### src/verilog/xbar_pkg.sv
package xbar_pkg;

    // transaction opcode, shared by master and slave sides
    typedef enum logic {
        CMD_WRITE = 1'b0,
        CMD_READ  = 1'b1
    } cmd_e;

    // per-master read tracking
    // only one read may be in flight per master
    typedef enum logic {
        MST_IDLE      = 1'b0,
        MST_WAIT_RESP = 1'b1
    } master_state_e;

endpackage

### src/verilog/xbar_rr_arbiter.sv
`timescale 1ns/100ps

module xbar_rr_arbiter #(
    parameter int N_MASTERS = 4
)(
    input  logic                         clk,
    input  logic                         resetn,
    input  logic [N_MASTERS-1:0]         request,
    input  logic                         advance,
    output logic [N_MASTERS-1:0]         grant,
    output logic [$clog2(N_MASTERS)-1:0] grant_idx
);

    localparam int IDX_W = $clog2(N_MASTERS);

    logic [IDX_W-1:0]       base;
    logic [2*N_MASTERS-1:0] wide_req;
    logic [2*N_MASTERS-1:0] wide_grant;
    logic [N_MASTERS-1:0]   rot_req;
    logic [N_MASTERS-1:0]   rot_grant;

    always_comb begin
        // rotate so the base master sits at bit 0
        wide_req  = {request, request} >> base;
        rot_req   = wide_req[N_MASTERS-1:0];
        // isolate lowest set bit
        rot_grant = rot_req & (~rot_req + 1'b1);
        // undo the rotation
        wide_grant = {rot_grant, rot_grant} << base;
        grant      = wide_grant[2*N_MASTERS-1:N_MASTERS];

        grant_idx = '0;
        for (int m = 0; m < N_MASTERS; m++) begin
            if (grant[m]) begin
                grant_idx = IDX_W'(m);
            end
        end
    end

    always_ff @(posedge clk) begin
        if (!resetn) begin
            base <= '0;
        end else if (advance) begin
            base <= (base == IDX_W'(N_MASTERS - 1)) ? '0 : base + 1'b1;
        end
    end

    a_grant_ok: assert property (@(posedge clk) disable iff (!resetn)
        (request == '0) ? (grant == '0) :
                          ($onehot(grant) && ((grant & ~request) == '0)))
        else $error("bad grant %b for request %b", grant, request);

endmodule

### src/verilog/xbar_id_fifo.sv
`timescale 1ns/100ps

module xbar_id_fifo #(
    parameter int DEPTH = 4,
    parameter int WIDTH = 2
)(
    input  logic             clk,
    input  logic             resetn,
    input  logic             push,
    input  logic [WIDTH-1:0] push_data,
    input  logic             pop,
    output logic [WIDTH-1:0] head_data,
    output logic             empty
);

    localparam int PTR_W = (DEPTH > 1) ? $clog2(DEPTH) : 1;
    localparam int CNT_W = $clog2(DEPTH + 1);

    logic [WIDTH-1:0] mem [DEPTH];
    logic [PTR_W-1:0] wr_ptr;
    logic [PTR_W-1:0] rd_ptr;
    logic [CNT_W-1:0] count;
    logic             full;

    assign empty     = (count == '0);
    assign full      = (count == CNT_W'(DEPTH));
    assign head_data = mem[rd_ptr];

    always_ff @(posedge clk) begin
        if (!resetn) begin
            wr_ptr <= '0;
            rd_ptr <= '0;
            count  <= '0;
        end else begin
            if (push) begin
                wr_ptr <= (wr_ptr == PTR_W'(DEPTH - 1)) ? '0 : wr_ptr + 1'b1;
            end
            if (pop) begin
                rd_ptr <= (rd_ptr == PTR_W'(DEPTH - 1)) ? '0 : rd_ptr + 1'b1;
            end
            case ({push, pop})
                2'b10:   count <= count + 1'b1;
                2'b01:   count <= count - 1'b1;
                default: count <= count;
            endcase
        end
    end

    always_ff @(posedge clk) begin
        if (push) begin
            mem[wr_ptr] <= push_data;
        end
    end

    a_no_overflow: assert property (@(posedge clk) disable iff (!resetn) push |-> !full)
        else $error("index fifo overflow");

    a_no_underflow: assert property (@(posedge clk) disable iff (!resetn) pop |-> !empty)
        else $error("index fifo underflow");

endmodule

### src/verilog/xbar_decode.sv
`timescale 1ns/100ps

module xbar_decode import xbar_pkg::*; #(
    parameter int N_MASTERS  = 4,
    parameter int N_SLAVES   = 4,
    parameter int ADDR_WIDTH = 32,
    parameter int DATA_WIDTH = 32
)(
    input  logic                                         clk,
    input  logic                                         resetn,
    input  logic [N_MASTERS-1:0]                         master_req,
    input  logic [N_MASTERS-1:0][ADDR_WIDTH-1:0]         master_addr,
    input  cmd_e [N_MASTERS-1:0]                         master_cmd,
    input  logic [N_MASTERS-1:0][DATA_WIDTH-1:0]         master_wdata,
    input  logic [N_MASTERS-1:0]                         pend_take,
    input  logic [N_MASTERS-1:0]                         master_resp,
    output logic [N_MASTERS-1:0]                         master_ack,
    output logic [N_MASTERS-1:0]                         pend_valid,
    output logic [N_MASTERS-1:0][$clog2(N_SLAVES)-1:0]   pend_sid,
    output logic [N_MASTERS-1:0][ADDR_WIDTH-1:0]         pend_addr,
    output cmd_e [N_MASTERS-1:0]                         pend_cmd,
    output logic [N_MASTERS-1:0][DATA_WIDTH-1:0]         pend_wdata
);

    localparam int SID_W = $clog2(N_SLAVES);

    master_state_e [N_MASTERS-1:0] mst_state;

    // accept when idle and the holding slot is empty or leaving this cycle
    always_comb begin
        for (int m = 0; m < N_MASTERS; m++) begin
            master_ack[m] = master_req[m] && (mst_state[m] == MST_IDLE) &&
                            (!pend_valid[m] || pend_take[m]);
        end
    end

    always_ff @(posedge clk) begin
        if (!resetn) begin
            for (int m = 0; m < N_MASTERS; m++) begin
                pend_valid[m] <= 1'b0;
                mst_state[m]  <= MST_IDLE;
            end
        end else begin
            for (int m = 0; m < N_MASTERS; m++) begin
                if (master_ack[m]) begin
                    pend_valid[m] <= 1'b1;
                end else if (pend_take[m]) begin
                    pend_valid[m] <= 1'b0;
                end

                // response cannot land in the accept cycle of the same read
                if (master_ack[m] && master_cmd[m] == CMD_READ) begin
                    mst_state[m] <= MST_WAIT_RESP;
                end else if (master_resp[m]) begin
                    mst_state[m] <= MST_IDLE;
                end
            end
        end
    end

    // request payload, slave index taken from the top address bits
    always_ff @(posedge clk) begin
        for (int m = 0; m < N_MASTERS; m++) begin
            if (master_ack[m]) begin
                pend_sid[m]   <= master_addr[m][ADDR_WIDTH-1 -: SID_W];
                pend_addr[m]  <= master_addr[m];
                pend_cmd[m]   <= master_cmd[m];
                pend_wdata[m] <= master_wdata[m];
            end
        end
    end

    for (genvar m = 0; m < N_MASTERS; m++) begin : gen_chk
        // an accepted read blocks further acks until its response comes back
        a_one_read: assert property (@(posedge clk) disable iff (!resetn)
            (master_ack[m] && master_cmd[m] == CMD_READ) |=>
                (!master_ack[m] until_with master_resp[m]))
            else $error("master %0d acked while a read is outstanding", m);
    end

endmodule

### src/verilog/xbar_execute.sv
`timescale 1ns/100ps

module xbar_execute import xbar_pkg::*; #(
    parameter int N_MASTERS  = 4,
    parameter int N_SLAVES   = 4,
    parameter int ADDR_WIDTH = 32,
    parameter int DATA_WIDTH = 32
)(
    input  logic                                         clk,
    input  logic                                         resetn,
    input  logic [N_MASTERS-1:0]                         pend_valid,
    input  logic [N_MASTERS-1:0][$clog2(N_SLAVES)-1:0]   pend_sid,
    input  logic [N_MASTERS-1:0][ADDR_WIDTH-1:0]         pend_addr,
    input  cmd_e [N_MASTERS-1:0]                         pend_cmd,
    input  logic [N_MASTERS-1:0][DATA_WIDTH-1:0]         pend_wdata,
    input  logic [N_SLAVES-1:0]                          slave_ack,
    output logic [N_MASTERS-1:0]                         pend_take,
    output logic [N_SLAVES-1:0]                          slave_req,
    output logic [N_SLAVES-1:0][ADDR_WIDTH-1:0]          slave_addr,
    output cmd_e [N_SLAVES-1:0]                          slave_cmd,
    output logic [N_SLAVES-1:0][DATA_WIDTH-1:0]          slave_wdata,
    output logic [N_SLAVES-1:0][$clog2(N_MASTERS)-1:0]   issue_mid
);

    localparam int SID_W = $clog2(N_SLAVES);
    localparam int MID_W = $clog2(N_MASTERS);

    logic [N_SLAVES-1:0][N_MASTERS-1:0] req_vec;
    logic [N_SLAVES-1:0][N_MASTERS-1:0] grant;
    logic [N_SLAVES-1:0][MID_W-1:0]     grant_idx;
    logic [N_SLAVES-1:0]                advance;

    always_comb begin
        pend_take = '0;
        for (int s = 0; s < N_SLAVES; s++) begin
            for (int m = 0; m < N_MASTERS; m++) begin
                req_vec[s][m] = pend_valid[m] && (pend_sid[m] == SID_W'(s));
            end
            // slave register free, or emptied at this edge
            advance[s] = (|req_vec[s]) && (!slave_req[s] || slave_ack[s]);
            if (advance[s]) begin
                pend_take = pend_take | grant[s];
            end
        end
    end

    for (genvar s = 0; s < N_SLAVES; s++) begin : gen_arb
        xbar_rr_arbiter #(
            .N_MASTERS (N_MASTERS)
        ) u_arb (
            .clk       (clk),
            .resetn    (resetn),
            .request   (req_vec[s]),
            .advance   (advance[s]),
            .grant     (grant[s]),
            .grant_idx (grant_idx[s])
        );

        a_hold: assert property (@(posedge clk) disable iff (!resetn)
            (slave_req[s] && !slave_ack[s]) |=>
                (slave_req[s] && $stable(slave_addr[s]) && $stable(slave_cmd[s])))
            else $error("slave %0d request changed before ack", s);
    end

    always_ff @(posedge clk) begin
        if (!resetn) begin
            slave_req <= '0;
        end else begin
            for (int s = 0; s < N_SLAVES; s++) begin
                if (advance[s]) begin
                    slave_req[s] <= 1'b1;
                end else if (slave_ack[s]) begin
                    slave_req[s] <= 1'b0;
                end
            end
        end
    end

    always_ff @(posedge clk) begin
        for (int s = 0; s < N_SLAVES; s++) begin
            if (advance[s]) begin
                slave_addr[s]  <= pend_addr[grant_idx[s]];
                slave_cmd[s]   <= pend_cmd[grant_idx[s]];
                slave_wdata[s] <= pend_wdata[grant_idx[s]];
                issue_mid[s]   <= grant_idx[s];
            end
        end
    end

endmodule

### src/verilog/xbar_result.sv
`timescale 1ns/100ps

module xbar_result import xbar_pkg::*; #(
    parameter int N_MASTERS  = 4,
    parameter int N_SLAVES   = 4,
    parameter int DATA_WIDTH = 32,
    parameter int FIFO_DEPTH = 4
)(
    input  logic                                         clk,
    input  logic                                         resetn,
    input  logic [N_SLAVES-1:0]                          slave_req,
    input  logic [N_SLAVES-1:0]                          slave_ack,
    input  cmd_e [N_SLAVES-1:0]                          slave_cmd,
    input  logic [N_SLAVES-1:0][$clog2(N_MASTERS)-1:0]   issue_mid,
    input  logic [N_SLAVES-1:0]                          slave_resp,
    input  logic [N_SLAVES-1:0][DATA_WIDTH-1:0]          slave_rdata,
    output logic [N_MASTERS-1:0]                         master_resp,
    output logic [N_MASTERS-1:0][DATA_WIDTH-1:0]         master_rdata
);

    localparam int MID_W = $clog2(N_MASTERS);

    logic [N_SLAVES-1:0][MID_W-1:0]     head_mid;
    logic [N_SLAVES-1:0]                fifo_empty;
    logic [N_MASTERS-1:0][N_SLAVES-1:0] hit;

    for (genvar s = 0; s < N_SLAVES; s++) begin : gen_fifo
        // remember who issued each read, in slave ack order
        xbar_id_fifo #(
            .DEPTH     (FIFO_DEPTH),
            .WIDTH     (MID_W)
        ) u_fifo (
            .clk       (clk),
            .resetn    (resetn),
            .push      (slave_req[s] && slave_ack[s] && slave_cmd[s] == CMD_READ),
            .push_data (issue_mid[s]),
            .pop       (slave_resp[s]),
            .head_data (head_mid[s]),
            .empty     (fifo_empty[s])
        );
    end

    always_comb begin
        master_resp  = '0;
        master_rdata = '0;
        for (int m = 0; m < N_MASTERS; m++) begin
            for (int s = 0; s < N_SLAVES; s++) begin
                hit[m][s] = slave_resp[s] && !fifo_empty[s] && (head_mid[s] == MID_W'(m));
                if (hit[m][s]) begin
                    master_resp[m]  = 1'b1;
                    master_rdata[m] = slave_rdata[s];
                end
            end
        end
    end

    for (genvar m = 0; m < N_MASTERS; m++) begin : gen_chk
        // holds only because decode allows one outstanding read per master
        a_single_src: assert property (@(posedge clk) disable iff (!resetn) $onehot0(hit[m]))
            else $error("several slaves answered master %0d at once", m);
    end

endmodule

### src/verilog/xbar_top.sv
`timescale 1ns/100ps

module xbar_top import xbar_pkg::*; #(
    parameter int N_MASTERS  = 4,
    parameter int N_SLAVES   = 4,
    parameter int ADDR_WIDTH = 32,
    parameter int DATA_WIDTH = 32,
    parameter int FIFO_DEPTH = 4
)(
    input  logic                                 clk,
    input  logic                                 resetn,
    input  logic [N_MASTERS-1:0]                 master_req,
    input  logic [N_MASTERS-1:0][ADDR_WIDTH-1:0] master_addr,
    input  cmd_e [N_MASTERS-1:0]                 master_cmd,
    input  logic [N_MASTERS-1:0][DATA_WIDTH-1:0] master_wdata,
    output logic [N_MASTERS-1:0]                 master_ack,
    output logic [N_MASTERS-1:0]                 master_resp,
    output logic [N_MASTERS-1:0][DATA_WIDTH-1:0] master_rdata,
    output logic [N_SLAVES-1:0]                  slave_req,
    output logic [N_SLAVES-1:0][ADDR_WIDTH-1:0]  slave_addr,
    output cmd_e [N_SLAVES-1:0]                  slave_cmd,
    output logic [N_SLAVES-1:0][DATA_WIDTH-1:0]  slave_wdata,
    input  logic [N_SLAVES-1:0]                  slave_ack,
    input  logic [N_SLAVES-1:0]                  slave_resp,
    input  logic [N_SLAVES-1:0][DATA_WIDTH-1:0]  slave_rdata
);

    localparam int SID_W = $clog2(N_SLAVES);
    localparam int MID_W = $clog2(N_MASTERS);

    logic [N_MASTERS-1:0]                 pend_valid;
    logic [N_MASTERS-1:0][SID_W-1:0]      pend_sid;
    logic [N_MASTERS-1:0][ADDR_WIDTH-1:0] pend_addr;
    cmd_e [N_MASTERS-1:0]                 pend_cmd;
    logic [N_MASTERS-1:0][DATA_WIDTH-1:0] pend_wdata;
    logic [N_MASTERS-1:0]                 pend_take;
    logic [N_SLAVES-1:0][MID_W-1:0]       issue_mid;

    xbar_decode #(
        .N_MASTERS (N_MASTERS), .N_SLAVES (N_SLAVES),
        .ADDR_WIDTH (ADDR_WIDTH), .DATA_WIDTH (DATA_WIDTH)
    ) u_decode (
        .clk (clk), .resetn (resetn),
        .master_req (master_req), .master_addr (master_addr),
        .master_cmd (master_cmd), .master_wdata (master_wdata),
        .pend_take (pend_take), .master_resp (master_resp),
        .master_ack (master_ack), .pend_valid (pend_valid),
        .pend_sid (pend_sid), .pend_addr (pend_addr),
        .pend_cmd (pend_cmd), .pend_wdata (pend_wdata)
    );

    xbar_execute #(
        .N_MASTERS (N_MASTERS), .N_SLAVES (N_SLAVES),
        .ADDR_WIDTH (ADDR_WIDTH), .DATA_WIDTH (DATA_WIDTH)
    ) u_execute (
        .clk (clk), .resetn (resetn),
        .pend_valid (pend_valid), .pend_sid (pend_sid),
        .pend_addr (pend_addr), .pend_cmd (pend_cmd),
        .pend_wdata (pend_wdata), .slave_ack (slave_ack),
        .pend_take (pend_take), .slave_req (slave_req),
        .slave_addr (slave_addr), .slave_cmd (slave_cmd),
        .slave_wdata (slave_wdata), .issue_mid (issue_mid)
    );

    xbar_result #(
        .N_MASTERS (N_MASTERS), .N_SLAVES (N_SLAVES),
        .DATA_WIDTH (DATA_WIDTH), .FIFO_DEPTH (FIFO_DEPTH)
    ) u_result (
        .clk (clk), .resetn (resetn),
        .slave_req (slave_req), .slave_ack (slave_ack),
        .slave_cmd (slave_cmd), .issue_mid (issue_mid),
        .slave_resp (slave_resp), .slave_rdata (slave_rdata),
        .master_resp (master_resp), .master_rdata (master_rdata)
    );

endmodule

### config.mk
export PLATFORM = sky130hd
export DESIGN_NAME = xbar_top
export DESIGN_NICKNAME = d
export VERILOG_FILES = /design/src/verilog/xbar_pkg.sv /design/src/verilog/xbar_rr_arbiter.sv /design/src/verilog/xbar_id_fifo.sv /design/src/verilog/xbar_decode.sv /design/src/verilog/xbar_execute.sv /design/src/verilog/xbar_result.sv /design/src/verilog/xbar_top.sv
export SDC_FILE = /design/constraint.sdc
export NUM_CORES = 1
export LEC_CHECK = 0
export ABC_CLOCK_PERIOD_IN_PS = 5000
export BUFFER_PORTS_ARGS = -buffer_cell sky130_fd_sc_hd__buf_2
export CORE_AREA = 2 2 313 315
export CTS_BUF_LIST = sky130_fd_sc_hd__clkbuf_2 sky130_fd_sc_hd__clkbuf_4 sky130_fd_sc_hd__clkbuf_8
export CTS_CLUSTER_SIZE = 28
export DETAILED_ROUTE_END_ITERATION = 10
export DIE_AREA = 0 0 315 317
export GPL_TIMING_DRIVEN = 0
export REMOVE_ABC_BUFFERS = 1
export SYNTH_ARGS = -nofsm -noshare
export SYNTH_HDL_FRONTEND = slang
export SYNTH_SLANG_ARGS = --single-unit
export TNS_END_PERCENT = 50
### constraint.sdc
create_clock -name clk -period 5 [get_ports clk]
set_clock_uncertainty 0.1 [all_clocks]
set_input_delay 0.75 -clock clk [delete_from_list [all_inputs] [get_ports clk]]
set_output_delay 0.75 -clock clk [all_outputs]
set_load 0.1 [all_outputs]
Yosys cells after proc, flatten, opt, wreduce, memory -nomap -nowiden. Memory sizes are Yosys's and may differ from the RTL's. A register that Yosys moved wholly into a read port is not among the register bits. Cells that the tools add are included.

Memories: 4. Bits in latches: 0. RAM bits: 32. Bits in registers: 584. Output and inout bits: 400. Bits in read-only memories: 0.

Equal/unequal tests: 44. Add/sub/neg operators: 24. Mux-type cells: 128. Reduce and logical (&&, ||, !) cells: 112. Shift operators: 8. Bitwise operators: 15. Multiply operators: 0. Div/mod/pow operators: 0. Magnitude comparators: 4.

Memories: u_result.gen_fifo[0].u_fifo.mem (words 4, width 2, read ports 1, clocked after memory_dff 1, wr ports 1, line xbar_id_fifo.sv:19) `logic [WIDTH-1:0] mem [DEPTH];`; u_result.gen_fifo[1].u_fifo.mem (words 4, width 2, read ports 1, clocked after memory_dff 1, wr ports 1, line xbar_id_fifo.sv:19); u_result.gen_fifo[2].u_fifo.mem (words 4, width 2, read ports 1, clocked after memory_dff 1, wr ports 1, line xbar_id_fifo.sv:19); u_result.gen_fifo[3].u_fifo.mem (words 4, width 2, read ports 1, clocked after memory_dff 1, wr ports 1, line xbar_id_fifo.sv:19).

Operators with widths (count): 32-bit two-way mux (24); 32-bit binary-select mux with 2-bit select (8); 2-bit == test (second input constant) (32); 1-bit logical AND (60); 1-bit two-way mux (56); 2-bit two-way mux (28); 2-bit nonzero test (16); 8-bit by 2-bit left shift with 8-bit output (4); 8-bit by 2-bit right shift with 4-bit output (4); 2-bit by 1-bit adder with 2-bit output (second input constant) (12); 2-bit by 1-bit == test with 1-bit output (second input constant) (12); 3-bit case mux with 2 select lines (4); 4-bit by 1-bit adder with 4-bit output (second input constant) (4); 4-bit AND (4); 2-bit logical NOT (8); 4-bit two-way mux (4); 4-bit inverter (4); 4-bit OR reduction (4); 3-bit by 1-bit adder with 3-bit output (second input constant) (4); 1-bit logical NOT (12); 3-bit logical NOT (4); 2-bit by 3-bit less-than comparator with 1-bit output (second input constant) (4); 4-bit bitwise OR (3); 3-bit by 1-bit subtractor with 3-bit output (second input constant) (4); 3 further kinds (16).

Logic depth before layout (Yosys ltp).
Depth in word-level cells: 18. Mapped depth: 9. Mapped depth without buffers: 8.

Modules after synthesis. Synthesis repeated with hierarchy kept, for this count alone.

Cells, all modules: 2025. Area, all modules: 31377.6 um2.

Modules (own cells, without submodules): xbar_execute (cells each 648, times used 1, area each 14707.9 um2); xbar_decode (cells each 309, times used 1, area each 8259.2 um2); xbar_result (cells each 688, times used 1, area each 4311.6 um2); xbar_id_fifo (cells each 56, times used 4, area each 742.0 um2); xbar_rr_arbiter (cells each 39, times used 4, area each 282.8 um2).

Worst setup path before layout. Ideal clock, no wire load.

Kind: register to output. From: reg u_execute.slave_req[2]. To: out master_ack[0]. Required time: 4.150 ns. Setup slack: -1.792 ns. Buffers on the path: 1. Stages on the path, launching flop included: 7. Arrival time: 5.942 ns. Path through: dfxtp_1 nor2b_1 clkbuf_1 a2111oi_0 nor4_1 and4b_1 nor2b_1.

Cells in the longest elaborated chain, start to end: 8.

Ends and longest elaborated chain: start: declaration (line xbar_execute.sv:18) `output logic [N_SLAVES-1:0] slave_req,`; start signal: assignment (line xbar_execute.sv:67) `slave_req <= '0;`; start signal: indexed assignment (line xbar_execute.sv:71) `slave_req[s] <= 1'b1;`; start signal: indexed assignment (line xbar_execute.sv:73) `slave_req[s] <= 1'b0;`; 1-bit logical NOT (*) (line xbar_execute.sv:40) `advance[s] = (|req_vec[s]) && (!slave_req[s] || slave_ack[s]);`; 1-bit logical OR (*) (line xbar_execute.sv:40); 1-bit logical AND (*) (line xbar_execute.sv:40); 4-bit two-way mux (*) (line xbar_execute.sv:41) `if (advance[s]) begin`; 4-bit bitwise OR (line xbar_execute.sv:42) `pend_take = pend_take | grant[s];`; 4-bit two-way mux (*) (line xbar_execute.sv:41); 1-bit logical OR (*) (line xbar_decode.sv:33) `(!pend_valid[m] || pend_take[m]);`; 1-bit logical AND (*) (line xbar_decode.sv:32) `master_ack[m] = master_req[m] && (mst_state[m] == MST_IDLE) &&`; end: declaration (line xbar_top.sv:16) `output logic [N_MASTERS-1:0] master_ack,`.

Mark *: on every way between the ends. The rest lies on a longest branch, timed or not.

==> impl_metrics.py <==
metrics = {
    "die": {
        "die_width_um": 315,
        "io_pins": 802,
        "die_y_um": 317,
        "core_region_area_mm2": 0.0963,
        "std_cell_rows": 114,
        "design.die.area_mm2": 0.0999,
        "start_util_pct": 32.9,
    },
    "sta": {
        "finalCriticalPeriod_ps": 4930,
        "setup_viol": 0,
        "timing_max_transition_violations_final": 0,
        "holdWs_ps": 50.9,
        "finalCritPeriodShare_pct": 98.6,
        "slew_headroom_pct": 0.612,
        "finalHoldViolations": 0,
        "tightest_slew_ps": 1490,
        "fmax_mhz": 203,
    },
    "critical_path": {
        "r2r_setup_slack_ps": 1280,
        "worstPathMaxFanout": 33,
        "cp-start-kind": "flop",
        "r2r-start": "u_decode.pend_addr[30]",
        "critPathKind": "flop to output pin",
        "critical_path.max_stage_delay_ps": 620,
        "crit_chain": "mux4_2 > inv_1 > nand2b_4 > nand2_8 > o22ai_1 > a21oi_1 > buf_2",
        "worst_r2r_path_depth": 10,
        "critPathCaptureType": "output pin",
        "cp.required_ps": 4150,
        "cp_slowest_cell": "a21oi_1",
        "r2r-end": "u_execute.slave_addr[40]",
        "crit_path_end": "master_rdata[35]",
        "cp.arrival_ps": 4080,
    },
    "logic_synthesis": {
        "synth-async-reset-ratio_pct": 0,
        "syn_area_mm2": 0.0317,
        "avgSynthCellArea_um2": 9.67,
        "synthCells": 3277,
        "ys_types": 75,
        "ys_warn_count": 0,
        "synth_edf_count": 560,
        "yosysSeqAreaShare_pct": 56.6,
        "synth_flop_cell": "edfxtp_1",
        "ys_ff_latch": 616,
    },
    "clocking": {
        "clkSinkCount": 616,
        "root_buffer": "clkbuf_8",
        "worstSkewPairLatency_ps": 760,
        "cts_tree": "built",
        "cts_made_buffers": 107,
        "clk_path_buf_depth": 3,
        "clk_pin_slew_ps": 70,
        "htreeDepth": 3,
    },
    "worst_hold_path": {
        "hold_class": "primary input to flop",
    },
    "route": {
        "routed_wl_mm": 158,
        "via_per_inst": 5.84,
        "vias": 32100,
        "wl_per_cell_um": 28.8,
        "ant_nets": 0,
        "drt_iter0_markers": 3926,
        "dr.pass1.iters": 7,
        "post-route-drc-count": 0,
    },
    "outcome": {
        "violations": "max-capacitance violations",
        "status": "finished with violations",
    },
    "power": {
        "p_leak_nw": 16.7,
        "power_density_mw_per_mm2": 449,
        "peakVddDrop_mv": 0.242,
        "total_power_mw": 18.6,
    },
    "global_route": {
        "grt_max_degree": 72,
        "grt_pass1_wl_mm": 214,
        "grtUsageTotal_pct": 29.6,
        "grt_pass1_vias": 29900,
        "grt_overflow": 0,
        "grt_antenna_before_repair": 60,
    },
    "cells_and_area": {
        "num-nets-final": 4531,
        "layout_common_cells": "buf_2, nand2_1, edfxtp_1",
        "final_common_cell": "buf_2",
        "final_layout_size_suffix_gt1_share_pct": 27.8,
        "area_delta_synth_final_pct": 31.1,
    },
    "place": {
        "place_congestion": 0.957,
        "io_buffers": 801,
        "dp_hpwl_mm": 102,
    },
    "run": {
        "drv_cap": 1,
    },
}
## power breakdown
group / switching, mW / internal [mW] / total (mW)
clock network: 2.29 / 2.58 / 4.86
logic: 5.64 / 1.38 / 7.02
registers: 0.378 / 6.39 / 6.77
total: 8.30 / 10.3 / 18.6
## registers in the layout, indices dropped and copies added, names as in the netlist, named ones only
signal                           cells
u_result.gen_fifo.u_fifo.rd_ptr      8
u_decode.mst_state                   4
u_execute.gen_arb.u_arb.base         8
u_execute.slave_cmd                  4
u_result.gen_fifo.u_fifo.wr_ptr      8
u_decode.pend_cmd                    4
u_execute.slave_addr               128
u_decode.pend_valid                  4
u_execute.issue_mid                  8
u_decode.pend_wdata                128
u_execute.slave_wdata              128
u_decode.pend_addr                 128
u_result.gen_fifo.u_fifo.mem        32
u_execute.slave_req                  4
u_result.gen_fifo.u_fifo.count      12
## cell type report
cell class                 instances  area, um2
antenna                           27       67.6
clock buffer                     137       1710
clock inverter                    60        482
fill                            9293      54700
inverter                          33        126
multi-input combinational       2373      13000
sequential                       616      17900
tap                             1276       1600
timing repair buffer             966       6610
## metal layers
layer  vias up  share of wire, %  GRT usage (%)  wire (um)
li1      13700                 -              -          -
met1     15200                35           34.2      54600
met2      2495                46           48.0      72700
met3       567                13           9.94      20700
met4        50               6.2           16.8       9760
met5         -              0.22              0        341
## Yosys cell counts (11+ instances only)
master    instances  area (um2)
clkbuf_1        157         589
edfxtp_1        560       16800
and3_1          196        1230
nor3_1          106         531
dfxtp_1          56        1120
o22ai_1         136         851
o21a_1           11        82.6
a21o_1           62         465
ha_1             28         350
nand2_1         769        2890
o21ai_0         251        1260
nor2_1           94         353
a21oi_1         239        1200
inv_1            33         124
buf_2            78         390
o21ai_1         209        1050
and2_1           25         156
a311oi_1         63         552
nor2b_1          26         163
buf_1            17        63.8
mux2i_1          14         140
## critical path: cells and delay by family (launching register included)
kind / cells / cell delay (ps)
compound gates: 2 / 760
buf+inv: 2 / 830
flops: 1 / 380
mux: 1 / 600
simple gates: 2 / 740
## logic make-up (layout without fill, tap and decap cells)
kind of cell | after synthesis | count (layout) | synth area share, %
muxes | 22 | 22 | 1.01
other | 0 | 27 | 0
and+or+nand+nor | 1279 | 1280 | 18.2
adders and majority gates | 32 | 32 | 1.36
xor gates and xnor gates | 8 | 8 | 0.221
buffers and inverters | 296 | 1196 | 3.94
AOI/OAI and AO/OA | 1024 | 1031 | 18.7
DFF | 616 | 616 | 56.6
## worst min-delay path by stage
stage	from	cells after the start	slack, ps	endpoint
6_report	master_wdata[113]	1	50	u_decode.pend_wdata[113]
5_1_grt	master_addr[125]	1	20	u_decode.pend_addr[125]
4_1_cts	master_addr[108]	1	0.3	u_decode.pend_addr[108]
3_5_place_dp	u_decode.mst_state[2]	2	360	u_decode.mst_state[2]
3_3_place_gp	u_decode.mst_state[3]	2	350	u_decode.mst_state[3]
2_1_floorplan	u_decode.mst_state[0]	2	350	u_decode.mst_state[0]
## metrics by stage
stage          utilization (%)   TNS, ps  area (um2)  setup WS, ps  instances
3_3_place_gp              37.6  -3547940       36200         -9310       5091
2_1_floorplan                -   -693460       30600         -2630       3014
5_1_grt                   43.1     -10.6       41500         -10.6       5479
3_5_place_dp              39.8    -19100       38300          -751       5182
4_1_cts                   42.8      -120       41200          -120       5443
6_report                  43.1         0       41500          72.1       5488
## repair_timing
action / 4_1_cts / 5_1_grt
hold buffers: 53 / 0
endpoints found under the setup margin: 131 / 21
endpoints found under the hold margin: 53 / 0
resized for setup: 25 / 18
pin swaps: 3 / 8
setup buffers: 7 / 14
cloned: 4 / 4
(Power assumes the default switching activity.)
